File: config.mk
export PLATFORM = sky130hd
export DESIGN_NAME = cpu_top
export DESIGN_NICKNAME = d
export VERILOG_FILES = /design/src/common/cpu_pkg.sv /design/src/decode/regfile.sv /design/src/decode/decode_stage.sv /design/src/execute/execute_stage.sv /design/src/verilog/writeback_stage.sv /design/src/verilog/cpu_top.sv
export SDC_FILE = /design/constraint.sdc
export NUM_CORES = 2
export LEC_CHECK = 0
export CAP_MARGIN = 20
export CELL_PAD_IN_SITES_DETAIL_PLACEMENT = 0
export CELL_PAD_IN_SITES_GLOBAL_PLACEMENT = 1
export CORE_ASPECT_RATIO = 0.9
export CORE_MARGIN = 5
export CORE_UTILIZATION = 56
export CTS_BUF_LIST = sky130_fd_sc_hd__clkbuf_4 sky130_fd_sc_hd__clkbuf_8
export DETAILED_ROUTE_END_ITERATION = 12
export DONT_BUFFER_PORTS = 1
export PLACE_DENSITY = 0.81
export SLEW_MARGIN = 40
export SYNTH_ARGS = -nofsm -noshare
export SYNTH_HDL_FRONTEND = slang
export SYNTH_HIERARCHICAL = 1
export SYNTH_SLANG_ARGS = --single-unit
File: constraint.sdc
create_clock -name aclk -period 4.9 [get_ports aclk]
set_clock_uncertainty 0.1 [all_clocks]
set_input_delay 0.735 -clock aclk [delete_from_list [all_inputs] [get_ports aclk]]
set_output_delay 0.735 -clock aclk [all_outputs]
set_load 0.01 [all_outputs]
File: src/common/cpu_pkg.sv
`default_nettype none

package cpu_pkg;

    localparam int XLEN       = 32;
    localparam int REG_ADDR_W = 5;
    localparam int NUM_REGS   = 32;

    // alu operations carried from decode to execute
    typedef enum logic [3:0] {
        ALU_ADD,
        ALU_SUB,
        ALU_SLT,
        ALU_SLTU,
        ALU_AND,
        ALU_OR,
        ALU_XOR,
        ALU_NOR,
        ALU_SLL,
        ALU_SRL,
        ALU_SRA,
        ALU_LUI
    } alu_op_e;

    // 3R and shift-immediate forms, inst[31:15]
    localparam logic [16:0] OP_ADD_W  = 17'h00020;
    localparam logic [16:0] OP_SUB_W  = 17'h00022;
    localparam logic [16:0] OP_SLT    = 17'h00024;
    localparam logic [16:0] OP_SLTU   = 17'h00025;
    localparam logic [16:0] OP_NOR    = 17'h00028;
    localparam logic [16:0] OP_AND    = 17'h00029;
    localparam logic [16:0] OP_OR     = 17'h0002a;
    localparam logic [16:0] OP_XOR    = 17'h0002b;
    localparam logic [16:0] OP_SLL_W  = 17'h0002e;
    localparam logic [16:0] OP_SRL_W  = 17'h0002f;
    localparam logic [16:0] OP_SRA_W  = 17'h00030;
    localparam logic [16:0] OP_SLLI_W = 17'h00081;
    localparam logic [16:0] OP_SRLI_W = 17'h00089;
    localparam logic [16:0] OP_SRAI_W = 17'h00091;

    // 2RI12 forms, inst[31:22]
    localparam logic [9:0] OP_SLTI   = 10'h008;
    localparam logic [9:0] OP_SLTUI  = 10'h009;
    localparam logic [9:0] OP_ADDI_W = 10'h00a;
    localparam logic [9:0] OP_ANDI   = 10'h00d;
    localparam logic [9:0] OP_ORI    = 10'h00e;
    localparam logic [9:0] OP_XORI   = 10'h00f;

    // 1RI20 form, inst[31:25]
    localparam logic [6:0] OP_LU12I_W = 7'h0a;

endpackage

`default_nettype wire

File: src/decode/regfile.sv
`default_nettype none

module regfile import cpu_pkg::*; (
    input  wire                   aclk,
    input  wire                   rst_n,
    input  wire [REG_ADDR_W-1:0]  raddr1,
    input  wire [REG_ADDR_W-1:0]  raddr2,
    output logic [XLEN-1:0]       rdata1,
    output logic [XLEN-1:0]       rdata2,
    input  wire                   we,
    input  wire [REG_ADDR_W-1:0]  waddr,
    input  wire [XLEN-1:0]        wdata
);

    logic [XLEN-1:0] regs [NUM_REGS];

    always_ff @(posedge aclk or negedge rst_n) begin
        if (!rst_n) begin
            for (int i = 0; i < NUM_REGS; i++)
                regs[i] <= '0;
        end else if (we) begin
            regs[waddr] <= wdata;
        end
    end

    // r0 reads zero whatever is stored
    assign rdata1 = (raddr1 == '0) ? '0 : regs[raddr1];
    assign rdata2 = (raddr2 == '0) ? '0 : regs[raddr2];

    // decode drops rd == 0 writes long before they get here
    a_no_r0_write: assert property (@(posedge aclk) disable iff (!rst_n)
        we |-> waddr != '0);

endmodule

`default_nettype wire

File: src/decode/decode_stage.sv
`default_nettype none

module decode_stage import cpu_pkg::*; (
    input  wire                   aclk,
    input  wire                   rst_n,
    input  wire                   inst_valid,
    input  wire [31:0]            inst,
    input  wire [XLEN-1:0]        inst_pc,
    // register file read
    output logic [REG_ADDR_W-1:0] rf_raddr1,
    output logic [REG_ADDR_W-1:0] rf_raddr2,
    input  wire [XLEN-1:0]        rf_rdata1,
    input  wire [XLEN-1:0]        rf_rdata2,
    // execute forwarding
    input  wire                   es_valid,
    input  wire                   es_we,
    input  wire [REG_ADDR_W-1:0]  es_dest,
    input  wire [XLEN-1:0]        es_result,
    // writeback forwarding
    input  wire                   rf_we,
    input  wire [REG_ADDR_W-1:0]  rf_waddr,
    input  wire [XLEN-1:0]        rf_wdata,
    // to execute
    output logic                  ds_valid,
    output alu_op_e               ds_alu_op,
    output logic [XLEN-1:0]       ds_src1,
    output logic [XLEN-1:0]       ds_src2,
    output logic [REG_ADDR_W-1:0] ds_dest,
    output logic                  ds_we,
    output logic [XLEN-1:0]       ds_pc
);

    logic        ir_valid;
    logic [31:0] ir_inst;
    logic [XLEN-1:0] ir_pc;

    logic [16:0] op_31_15;
    logic [9:0]  op_31_22;
    logic [6:0]  op_31_25;
    logic [REG_ADDR_W-1:0] rj;
    logic [REG_ADDR_W-1:0] rk;
    logic reg_form;
    logic shift_imm;
    logic sext_imm;
    logic zext_imm;
    logic is_lu12i;
    logic dec_ok;
    logic [XLEN-1:0] rj_val;
    logic [XLEN-1:0] rk_val;

    // execute result first, then writeback, then the array
    function automatic logic [XLEN-1:0] fwd(input logic [REG_ADDR_W-1:0] ra,
                                            input logic [XLEN-1:0] arr_val);
        if (ra == '0)
            return '0;
        else if (es_valid && es_we && es_dest == ra)
            return es_result;
        else if (rf_we && rf_waddr == ra)
            return rf_wdata;
        else
            return arr_val;
    endfunction

    always_ff @(posedge aclk or negedge rst_n) begin
        if (!rst_n)
            ir_valid <= 1'b0;
        else
            ir_valid <= inst_valid;
    end

    always_ff @(posedge aclk) begin
        if (inst_valid) begin
            ir_inst <= inst;
            ir_pc   <= inst_pc;
        end
    end

    assign op_31_15 = ir_inst[31:15];
    assign op_31_22 = ir_inst[31:22];
    assign op_31_25 = ir_inst[31:25];
    assign rj       = ir_inst[9:5];
    assign rk       = ir_inst[14:10];

    assign reg_form  = op_31_15 inside {OP_ADD_W, OP_SUB_W, OP_SLT, OP_SLTU, OP_NOR, OP_AND,
                                        OP_OR, OP_XOR, OP_SLL_W, OP_SRL_W, OP_SRA_W};
    assign shift_imm = op_31_15 inside {OP_SLLI_W, OP_SRLI_W, OP_SRAI_W};
    assign sext_imm  = op_31_22 inside {OP_SLTI, OP_SLTUI, OP_ADDI_W};
    assign zext_imm  = op_31_22 inside {OP_ANDI, OP_ORI, OP_XORI};
    assign is_lu12i  = op_31_25 == OP_LU12I_W;
    assign dec_ok    = reg_form | shift_imm | sext_imm | zext_imm | is_lu12i;

    // opcode groups do not overlap, add is the fallback
    always_comb begin
        ds_alu_op = ALU_ADD;
        case (op_31_15)
            OP_SUB_W:             ds_alu_op = ALU_SUB;
            OP_SLT:               ds_alu_op = ALU_SLT;
            OP_SLTU:              ds_alu_op = ALU_SLTU;
            OP_NOR:               ds_alu_op = ALU_NOR;
            OP_AND:               ds_alu_op = ALU_AND;
            OP_OR:                ds_alu_op = ALU_OR;
            OP_XOR:               ds_alu_op = ALU_XOR;
            OP_SLL_W, OP_SLLI_W:  ds_alu_op = ALU_SLL;
            OP_SRL_W, OP_SRLI_W:  ds_alu_op = ALU_SRL;
            OP_SRA_W, OP_SRAI_W:  ds_alu_op = ALU_SRA;
            default:              ds_alu_op = ALU_ADD;
        endcase
        case (op_31_22)
            OP_SLTI:  ds_alu_op = ALU_SLT;
            OP_SLTUI: ds_alu_op = ALU_SLTU;
            OP_ANDI:  ds_alu_op = ALU_AND;
            OP_ORI:   ds_alu_op = ALU_OR;
            OP_XORI:  ds_alu_op = ALU_XOR;
            default:  ;
        endcase
        if (is_lu12i)
            ds_alu_op = ALU_LUI;
    end

    always_comb begin
        rj_val = fwd(rj, rf_rdata1);
        rk_val = fwd(rk, rf_rdata2);
    end

    always_comb begin
        if (reg_form)
            ds_src2 = rk_val;
        else if (shift_imm)
            ds_src2 = {{(XLEN-5){1'b0}}, ir_inst[14:10]};
        else if (zext_imm)
            ds_src2 = {{(XLEN-12){1'b0}}, ir_inst[21:10]};
        else if (is_lu12i)
            ds_src2 = {ir_inst[24:5], 12'b0};
        else
            ds_src2 = {{(XLEN-12){ir_inst[21]}}, ir_inst[21:10]};
    end

    assign rf_raddr1 = rj;
    assign rf_raddr2 = rk;
    assign ds_valid  = ir_valid;
    assign ds_src1   = rj_val;
    assign ds_dest   = ir_inst[4:0];
    assign ds_we     = dec_ok && (ir_inst[4:0] != '0);
    assign ds_pc     = ir_pc;

    a_ds_valid_known: assert property (@(posedge aclk) disable iff (!rst_n)
        !$isunknown(ds_valid));

endmodule

`default_nettype wire

File: src/execute/execute_stage.sv
`default_nettype none

module execute_stage import cpu_pkg::*; (
    input  wire                   aclk,
    input  wire                   rst_n,
    input  wire                   ds_valid,
    input  alu_op_e               ds_alu_op,
    input  wire [XLEN-1:0]        ds_src1,
    input  wire [XLEN-1:0]        ds_src2,
    input  wire [REG_ADDR_W-1:0]  ds_dest,
    input  wire                   ds_we,
    input  wire [XLEN-1:0]        ds_pc,
    output logic                  es_valid,
    output logic                  es_we,
    output logic [REG_ADDR_W-1:0] es_dest,
    output logic [XLEN-1:0]       es_result,
    output logic [XLEN-1:0]       es_pc
);

    alu_op_e         es_op;
    logic [XLEN-1:0] es_src1;
    logic [XLEN-1:0] es_src2;
    logic [4:0]      shamt;

    always_ff @(posedge aclk or negedge rst_n) begin
        if (!rst_n)
            es_valid <= 1'b0;
        else
            es_valid <= ds_valid;
    end

    always_ff @(posedge aclk) begin
        if (ds_valid) begin
            es_op   <= ds_alu_op;
            es_src1 <= ds_src1;
            es_src2 <= ds_src2;
            es_dest <= ds_dest;
            es_we   <= ds_we;
            es_pc   <= ds_pc;
        end
    end

    // low five bits for both shift forms
    assign shamt = es_src2[4:0];

    always_comb begin
        case (es_op)
            ALU_ADD:  es_result = es_src1 + es_src2;
            ALU_SUB:  es_result = es_src1 - es_src2;
            ALU_SLT:  es_result = {{(XLEN-1){1'b0}}, $signed(es_src1) < $signed(es_src2)};
            ALU_SLTU: es_result = {{(XLEN-1){1'b0}}, es_src1 < es_src2};
            ALU_AND:  es_result = es_src1 & es_src2;
            ALU_OR:   es_result = es_src1 | es_src2;
            ALU_XOR:  es_result = es_src1 ^ es_src2;
            ALU_NOR:  es_result = ~(es_src1 | es_src2);
            ALU_SLL:  es_result = es_src1 << shamt;
            ALU_SRL:  es_result = es_src1 >> shamt;
            ALU_SRA:  es_result = $unsigned($signed(es_src1) >>> shamt);
            // immediate already shifted up in decode
            ALU_LUI:  es_result = es_src2;
            default:  es_result = '0;
        endcase
    end

    a_es_op_legal: assert property (@(posedge aclk) disable iff (!rst_n)
        es_valid |-> es_op inside {ALU_ADD, ALU_SUB, ALU_SLT, ALU_SLTU, ALU_AND, ALU_OR,
                                   ALU_XOR, ALU_NOR, ALU_SLL, ALU_SRL, ALU_SRA, ALU_LUI});

endmodule

`default_nettype wire

File: src/verilog/writeback_stage.sv
`default_nettype none

module writeback_stage import cpu_pkg::*; (
    input  wire                   aclk,
    input  wire                   rst_n,
    input  wire                   es_valid,
    input  wire                   es_we,
    input  wire [REG_ADDR_W-1:0]  es_dest,
    input  wire [XLEN-1:0]        es_result,
    input  wire [XLEN-1:0]        es_pc,
    output logic                  rf_we,
    output logic [REG_ADDR_W-1:0] rf_waddr,
    output logic [XLEN-1:0]       rf_wdata,
    output logic [XLEN-1:0]       debug_wb_pc,
    output logic                  debug_wb_rf_we,
    output logic [REG_ADDR_W-1:0] debug_wb_rf_wnum,
    output logic [XLEN-1:0]       debug_wb_rf_wdata
);

    logic                  ws_valid;
    logic                  ws_we;
    logic [REG_ADDR_W-1:0] ws_dest;
    logic [XLEN-1:0]       ws_result;
    logic [XLEN-1:0]       ws_pc;

    always_ff @(posedge aclk or negedge rst_n) begin
        if (!rst_n)
            ws_valid <= 1'b0;
        else
            ws_valid <= es_valid;
    end

    always_ff @(posedge aclk) begin
        if (es_valid) begin
            ws_we     <= es_we;
            ws_dest   <= es_dest;
            ws_result <= es_result;
            ws_pc     <= es_pc;
        end
    end

    // one register feeds the array, forwarding and trace
    assign rf_we    = ws_valid && ws_we;
    assign rf_waddr = ws_dest;
    assign rf_wdata = ws_result;

    assign debug_wb_pc       = ws_pc;
    assign debug_wb_rf_we    = rf_we;
    assign debug_wb_rf_wnum  = ws_dest;
    assign debug_wb_rf_wdata = ws_result;

    a_trace_no_r0: assert property (@(posedge aclk) disable iff (!rst_n)
        debug_wb_rf_we |-> debug_wb_rf_wnum != '0);

endmodule

`default_nettype wire

File: src/verilog/cpu_top.sv
`default_nettype none

module cpu_top import cpu_pkg::*; (
    input  wire                  aclk,
    input  wire                  rst_n,
    input  wire                  inst_valid,
    input  wire [31:0]           inst,
    input  wire [XLEN-1:0]       inst_pc,
    // writeback trace
    output wire [XLEN-1:0]       debug_wb_pc,
    output wire                  debug_wb_rf_we,
    output wire [REG_ADDR_W-1:0] debug_wb_rf_wnum,
    output wire [XLEN-1:0]       debug_wb_rf_wdata
);

    wire [REG_ADDR_W-1:0] rf_raddr1;
    wire [REG_ADDR_W-1:0] rf_raddr2;
    wire [XLEN-1:0]       rf_rdata1;
    wire [XLEN-1:0]       rf_rdata2;

    wire                  ds_valid;
    alu_op_e              ds_alu_op;
    wire [XLEN-1:0]       ds_src1;
    wire [XLEN-1:0]       ds_src2;
    wire [REG_ADDR_W-1:0] ds_dest;
    wire                  ds_we;
    wire [XLEN-1:0]       ds_pc;

    wire                  es_valid;
    wire                  es_we;
    wire [REG_ADDR_W-1:0] es_dest;
    wire [XLEN-1:0]       es_result;
    wire [XLEN-1:0]       es_pc;

    // writeback port, also the second forwarding source
    wire                  rf_we;
    wire [REG_ADDR_W-1:0] rf_waddr;
    wire [XLEN-1:0]       rf_wdata;

    decode_stage u_decode_stage (
        .aclk       (aclk),
        .rst_n      (rst_n),
        .inst_valid (inst_valid),
        .inst       (inst),
        .inst_pc    (inst_pc),
        .rf_raddr1  (rf_raddr1),
        .rf_raddr2  (rf_raddr2),
        .rf_rdata1  (rf_rdata1),
        .rf_rdata2  (rf_rdata2),
        .es_valid   (es_valid),
        .es_we      (es_we),
        .es_dest    (es_dest),
        .es_result  (es_result),
        .rf_we      (rf_we),
        .rf_waddr   (rf_waddr),
        .rf_wdata   (rf_wdata),
        .ds_valid   (ds_valid),
        .ds_alu_op  (ds_alu_op),
        .ds_src1    (ds_src1),
        .ds_src2    (ds_src2),
        .ds_dest    (ds_dest),
        .ds_we      (ds_we),
        .ds_pc      (ds_pc)
    );

    regfile u_regfile (
        .aclk   (aclk),
        .rst_n  (rst_n),
        .raddr1 (rf_raddr1),
        .raddr2 (rf_raddr2),
        .rdata1 (rf_rdata1),
        .rdata2 (rf_rdata2),
        .we     (rf_we),
        .waddr  (rf_waddr),
        .wdata  (rf_wdata)
    );

    execute_stage u_execute_stage (
        .aclk      (aclk),
        .rst_n     (rst_n),
        .ds_valid  (ds_valid),
        .ds_alu_op (ds_alu_op),
        .ds_src1   (ds_src1),
        .ds_src2   (ds_src2),
        .ds_dest   (ds_dest),
        .ds_we     (ds_we),
        .ds_pc     (ds_pc),
        .es_valid  (es_valid),
        .es_we     (es_we),
        .es_dest   (es_dest),
        .es_result (es_result),
        .es_pc     (es_pc)
    );

    writeback_stage u_writeback_stage (
        .aclk              (aclk),
        .rst_n             (rst_n),
        .es_valid          (es_valid),
        .es_we             (es_we),
        .es_dest           (es_dest),
        .es_result         (es_result),
        .es_pc             (es_pc),
        .rf_we             (rf_we),
        .rf_waddr          (rf_waddr),
        .rf_wdata          (rf_wdata),
        .debug_wb_pc       (debug_wb_pc),
        .debug_wb_rf_we    (debug_wb_rf_we),
        .debug_wb_rf_wnum  (debug_wb_rf_wnum),
        .debug_wb_rf_wdata (debug_wb_rf_wdata)
    );

endmodule

`default_nettype wire

# Yosys cells after proc, flatten, opt, wreduce, memory -nomap -nowiden
# Index checks and enable logic that the tools add are counted.
# op_classes
addsub,2
multipliers,0
n_div,0
n_lt_le_gt_ge,6
eq_ne,36
n_shift,3
n_mux,21
n_bitwise,11
reduce_logical,19
# ops
op,count
1024-bit bitwise mux,1
32-bit 2-to-1 mux,14
32-bit case mux with 12 select lines,1
32-bit binary-select mux with 5-bit select,2
"17-bit by 6-bit equality test with 1-bit output, second input constant",11
32-bit demux with 5-bit select,1
32-bit less-than comparator,2
"10-bit by 4-bit equality test with 1-bit output, second input constant",6
"17-bit by 8-bit equality test with 1-bit output, second input constant",3
4-bit case mux with 10 select lines,1
32-bit adder,1
32-bit bitwise AND,1
32-bit inverter,1
32-bit OR,1
32-bit by 5-bit << shifter with 32-bit output,1
32-bit by 5-bit >> shifter with 32-bit output,1
32-bit by 5-bit >>> shifter with 32-bit output,1
32-bit subtractor,1
32-bit bitwise XOR,1
5-bit equality test,4
4-bit case mux with 5 select lines,1
"6-bit greater-or-equal comparator, second input constant",3
5-bit inverter with 6-bit output,3
"4-bit by 3-bit equality test with 1-bit output, second input constant",4
13 further kinds,32
# totals
reg_bits,1267
latch_bits,0
ram_bits,0
rom_bits,0
input_bits,67
output_inout_bits,70
word_cells,145
n_memories,0

# Depth between registers and ports, before layout
# logic_depth
word_depth,8
ltp_mapped,16

# By module
# Netlist, hierarchy kept.
# modules_own_cells
mod,n_inst,cells_each,area_per_inst_um2
regfile,1,3758,54756.3
execute_stage,1,1434,12333.1
decode_stage,1,474,4758.3
writeback_stage,1,110,2418.6

# Worst setup path after synthesis
# No wires, ideal clock.
# synth_path
path_type,flip-flop to flip-flop
startpoint,register u_execute_stage.es_src2[2]
endpoint,register u_execute_stage.es_src2[30] (data pin)
setup_ns,0.262
arrival_ns,3.988
t_required_ns,4.538
path_slack_ns,0.550
path_stages_with_launch,17
path_buffers,4
path_cell_list,edfxtp_1 inv_1 clkbuf_1 buf_2 clkbuf_1 ha_1 buf_2 nor2_1 o221ai_1 a211oi_1 o21ai_1 a31oi_2 a21boi_0 a221o_1 a221o_1 a41oi_1 o21ai_1
# synth_between
elab_chain_len,5
# synth_rtl
element,line_no,text
from (decl),execute_stage.sv:22,logic [XLEN-1:0] es_src2;
from (signal assigned),execute_stage.sv:36,es_src2 <= ds_src2;
32-bit subtractor (tied with other cells),execute_stage.sv:49,ALU_SUB: es_result = es_src1 - es_src2;
32-bit case mux with 12 select lines *,execute_stage.sv:47,case (es_op)
via es_result[30],cpu_top.sv:32,wire [XLEN-1:0] es_result;
32-bit 2-to-1 mux *,decode_stage.sv:56,else if (es_valid && es_we && es_dest == ra)
32-bit 2-to-1 mux *,decode_stage.sv:54,if (ra == '0)
32-bit 2-to-1 mux *,decode_stage.sv:126,if (reg_form)
via ds_src2[30],cpu_top.sv:24,wire [XLEN-1:0] ds_src2;
# Mark *: on every way through the listed nets, which the timed path passes. The rest lies on a longest branch.
# A chain may end at the register's enable or synchronous reset.

# Final worst setup path
# layout_path
startpoint,register u_execute_stage.es_src1[0]
endpoint,register u_execute_stage.es_src1[22] (data pin)
# layout_between
elab_chain_len,3
# layout_rtl
element,line_no,text
from (decl),execute_stage.sv:21,logic [XLEN-1:0] es_src1;
from (signal assigned),execute_stage.sv:35,es_src1 <= ds_src1;
32-bit subtractor (tied with other cells),execute_stage.sv:49,
32-bit case mux with 12 select lines *,execute_stage.sv:47,
via es_result[22],cpu_top.sv:32,
32-bit 2-to-1 mux *,decode_stage.sv:56,
# Marked as above.

==> summary.txt <==
Run status
  – Status: finished clean

Final layout
  – Most frequent cells in the layout: 1075 x mux2_2, 1025 x dfrtp_1, 405 x mux2i_1
  – Post-Route Utilization: between 60% and 70%
  – Area growth from synthesis to layout: 10.4%
  – Share of layout cells above drive strength 1: around two fifths
  – Commonest non-fill, non-tap cell in the layout: mux2_2
  – Post-layout nets: 5872

Global route
  – Initial antenna violation count: 10
  – Gr busiest metal: met2
  – Largest net degree at the start of global routing: between 150 and 200
  – Met1 Usage GRT: just over 50%
  – First-pass GRT wire length: 385 mm
  – GRT Util Overall: between 30% and 40%
  – Met2 global-route usage: between 50 and 60%
  – GRT overflow: 0
  – Vias in the first global route: between 50000 and 60000
  – Grt met3 use: roughly 10%

Placed design
  – Port Buffers: 0
  – GPL Wtd Cong: approximately 1
  – Detailed Place HPWL: roughly 170 mm
  – Pre-CTS WS: 0.626 ns

Die
  – Row count: roughly 130
  – Starting density of the core: roughly 56%
  – Die width: 394 um
  – DIE AREA: roughly 140000 um2
  – Die height: ~360 um
  – Core area: between 100000 and 150000 um2
  – IO Count: approximately 140

Detailed routing
  – Via-per-instance ratio: about 7.3
  – Initial DRT Pass Iterations: 7
  – Residual DRC: 0
  – DR iter-0 viols: between 7000 and 8000
  – Routed len/inst: between 30 and 40 um
  – Via count: approximately 56000
  – Post-Route WL: approximately 270 mm
  – Routed Antenna Nets: 0

Yosys
  – Synthesized cell area: ~74000 um2
  – Synth async-reset ratio: roughly four fifths
  – Register area share after synthesis: around 44%
  – Ys flop type: dfrtp_1
  – Ys Warns: 6
  – Post-synth EDFFs: 240
  – Synthesized instance count: ~5800
  – Syn nets: approximately 6000
  – Post-synthesis cell type count: roughly 100
  – Avg Inst Size Synth: between 10 and 15 um2
  – Flops & latches, synth: 1267

Power and ir drop
  – Peak supply drop: around 0.38 mV
  – Final Total Pwr: 30.7 mW
  – P per Cell Area: 374 nW/um2
  – Pleak: 35.6 nW

STA
  – RSZ-0062 raised after global routing: no
  – Final Max Tran Viols: 0
  – Min Tclk post-route: 4.41 ns
  – Slew Limit Headroom: a little under two fifths
  – Hold_ws: about 0.28 ns
  – Hold Fails Final Rpt: 0
  – FMAX: 0.227 GHz
  – Setup TNS: 0 ns
  – Final setup fails: 0
  – Tcrit/Tclk final: about 90%
  – Slew @ Worst Pin: around 0.94 ns
  – Setup ws final: roughly 0.5 ns

Setup path
  – Largest stage delay on the critical path: about 0.70 ns
  – CP endpoint kind: flip-flop
  – Cell Chain, Critical Path: inv_1, ha_1, fa_1, nor2_1, o221ai_1, a211oi_1, buf_4, nor2_1, o31ai_1, and4_1, o221ai_1, o22ai_1, nor2_1, a211oi_1
  – Reg2Reg Depth: 14
  – CP max stage cell: o31ai_1
  – Req. time, crit path: about 5.6 ns
  – CP Max Fanout: 6
  – Worst EP arrival: 5.07 ns
  – Startpoint Class: flip-flop
  – Most frequent CP cell: nor2_1
  – Crit path kind: reg2reg

Clock network
  – Clock root cell: clkbuf_8
  – Clock latency on the worst-skew pair: approximately 0.97 ns
  – Clk pin slew, worst setup/hold paths: 0.08 ns
  – Clk buf depth: 3
  – TritonCTS buffer count: 202
  – Post-CTS setup buffers: 0
  – Max H-tree Level: 4
  – CTS tree: yes
  – # clock sinks: ~1300

Job
  – Max_cap viols: 0

Hold path
  – Hold WC Path Type: in2reg
  – Hold Crit Depth: 1
cell families (layout without fill, tap and decap cells):
family                     after synthesis  after routing  synth area share [%]
muxes                                 1885           1885                  34.0
DFF                                   1267           1267                  44.3
AOI/OAI and AO/OA                     1039           1039                  10.1
and+or+nand+nor                        734            734                  5.04
buffers and inverters                  721            823                  4.54
adders and majority gates              101            101                  1.72
xor gates and xnor gates                29             29                 0.342
other                                    0              6                     0
synth_stat cells, drive strengths merged (113+ instances only):
| cell | count | share of area (%) |
|---|---|---|
| mux2 | 1078 | 16 |
| dfrtp | 1027 | 35 |
| mux2i | 405 | 5.5 |
| mux4 | 402 | 12 |
| buf | 304 | 2.4 |
| clkbuf | 303 | 1.5 |
| edfxtp | 240 | 9.7 |
| nor2 | 223 | 1.1 |
| a21oi | 177 | 1.2 |
| o21ai | 161 | 1.1 |
| a211oi | 151 | 1.5 |
| nand2 | 134 | 0.68 |
| inv | 113 | 0.57 |
sequential cells by signal, indices dropped and copies added (netlist names), 4 cells and up:
| signal | cells |
|---|---|
| u_regfile/regs | 1024 |
| u_decode_stage/ds_pc | 32 |
| u_decode_stage/ir_inst | 32 |
| u_execute_stage/es_pc | 32 |
| u_execute_stage/es_src1 | 32 |
| u_execute_stage/es_src2 | 32 |
| u_writeback_stage/debug_wb_pc | 32 |
| u_writeback_stage/debug_wb_rf_wdata | 32 |
| u_execute_stage/es_dest | 5 |
| u_writeback_stage/debug_wb_rf_wnum | 5 |
| u_execute_stage/es_op | 4 |
where the power goes:
group / internal (mW) / switching (mW) / leakage (nW)
clock: 5.74 / 4.66 / 2.50
sequential: 12.1 / 1.18 / 16.1
combinational: 3.13 / 3.86 / 17.0
path summary, 6_finish.rpt:
kind                                                           start                                          to  slack (ns)
worst min register to register    u_execute_stage/es_pc[2]$_DFFE_PP_  u_writeback_stage/debug_wb_pc[2]$_DFFE_PP_        0.31
worst max-delay path            u_execute_stage/es_src1[0]$_DFFE_PP_       u_execute_stage/es_src1[22]$_DFFE_PP_        0.49
worst max register to register  u_execute_stage/es_src1[0]$_DFFE_PP_       u_execute_stage/es_src1[22]$_DFFE_PP_        0.49
min in group asynchronous                                      rst_n             u_regfile/regs[736]$_DFFE_PN0P_        0.30
worst min-delay path                                        inst[22]        u_decode_stage/ir_inst[22]$_DFFE_PP_        0.28
max in group asynchronous                                      rst_n             u_regfile/regs[530]$_DFFE_PN0P_        2.35
per-stage QoR:
step / area [um2] / std cells
floorplan: 74300 / 5776
global placement: 76200 / 7149
detailed placement: 76500 / 7159
CTS: 81900 / 7604
global route: 81900 / 7609
finish: 82000 / 7612
routing by layer:
layer,vias up,part of all wire (%)
met2,3797,44
li1,22200,-
met1,28700,39
met3,800,12
met5,-,0.030
met4,12,5.9
worst max-delay path: cells and delay by family, from the launching register on:
| family | cells | cell delay [ns] |
|---|---|---|
| buffers and inverters | 2 | 0.29 |
| AO/OA/AOI/OAI | 6 | 2.02 |
| flip-flops | 1 | 0.45 |
| adder cells (fa/ha/maj) | 2 | 0.67 |
| AND/OR/NAND/NOR | 4 | 0.70 |
what timing repair did:
| action | CTS | global route |
|---|---|---|
| hold buffers | 67 | 0 |
| gates resized for setup | 0 | 0 |
| endpoints found under the hold margin | 245 | 0 |
final cells by class:
class / instances / area [um2]
antenna: 6 / 15.0
clock buffer: 336 / 4090
clock inverter: 42 / 606
fill: 10100 / 49500
inverter: 114 / 428
multi-input combinational: 3788 / 38400
sequential: 1267 / 32900
tap: 1728 / 2160
timing repair buffer: 331 / 3370
Note: power is estimated with default switching activity, not from simulation.
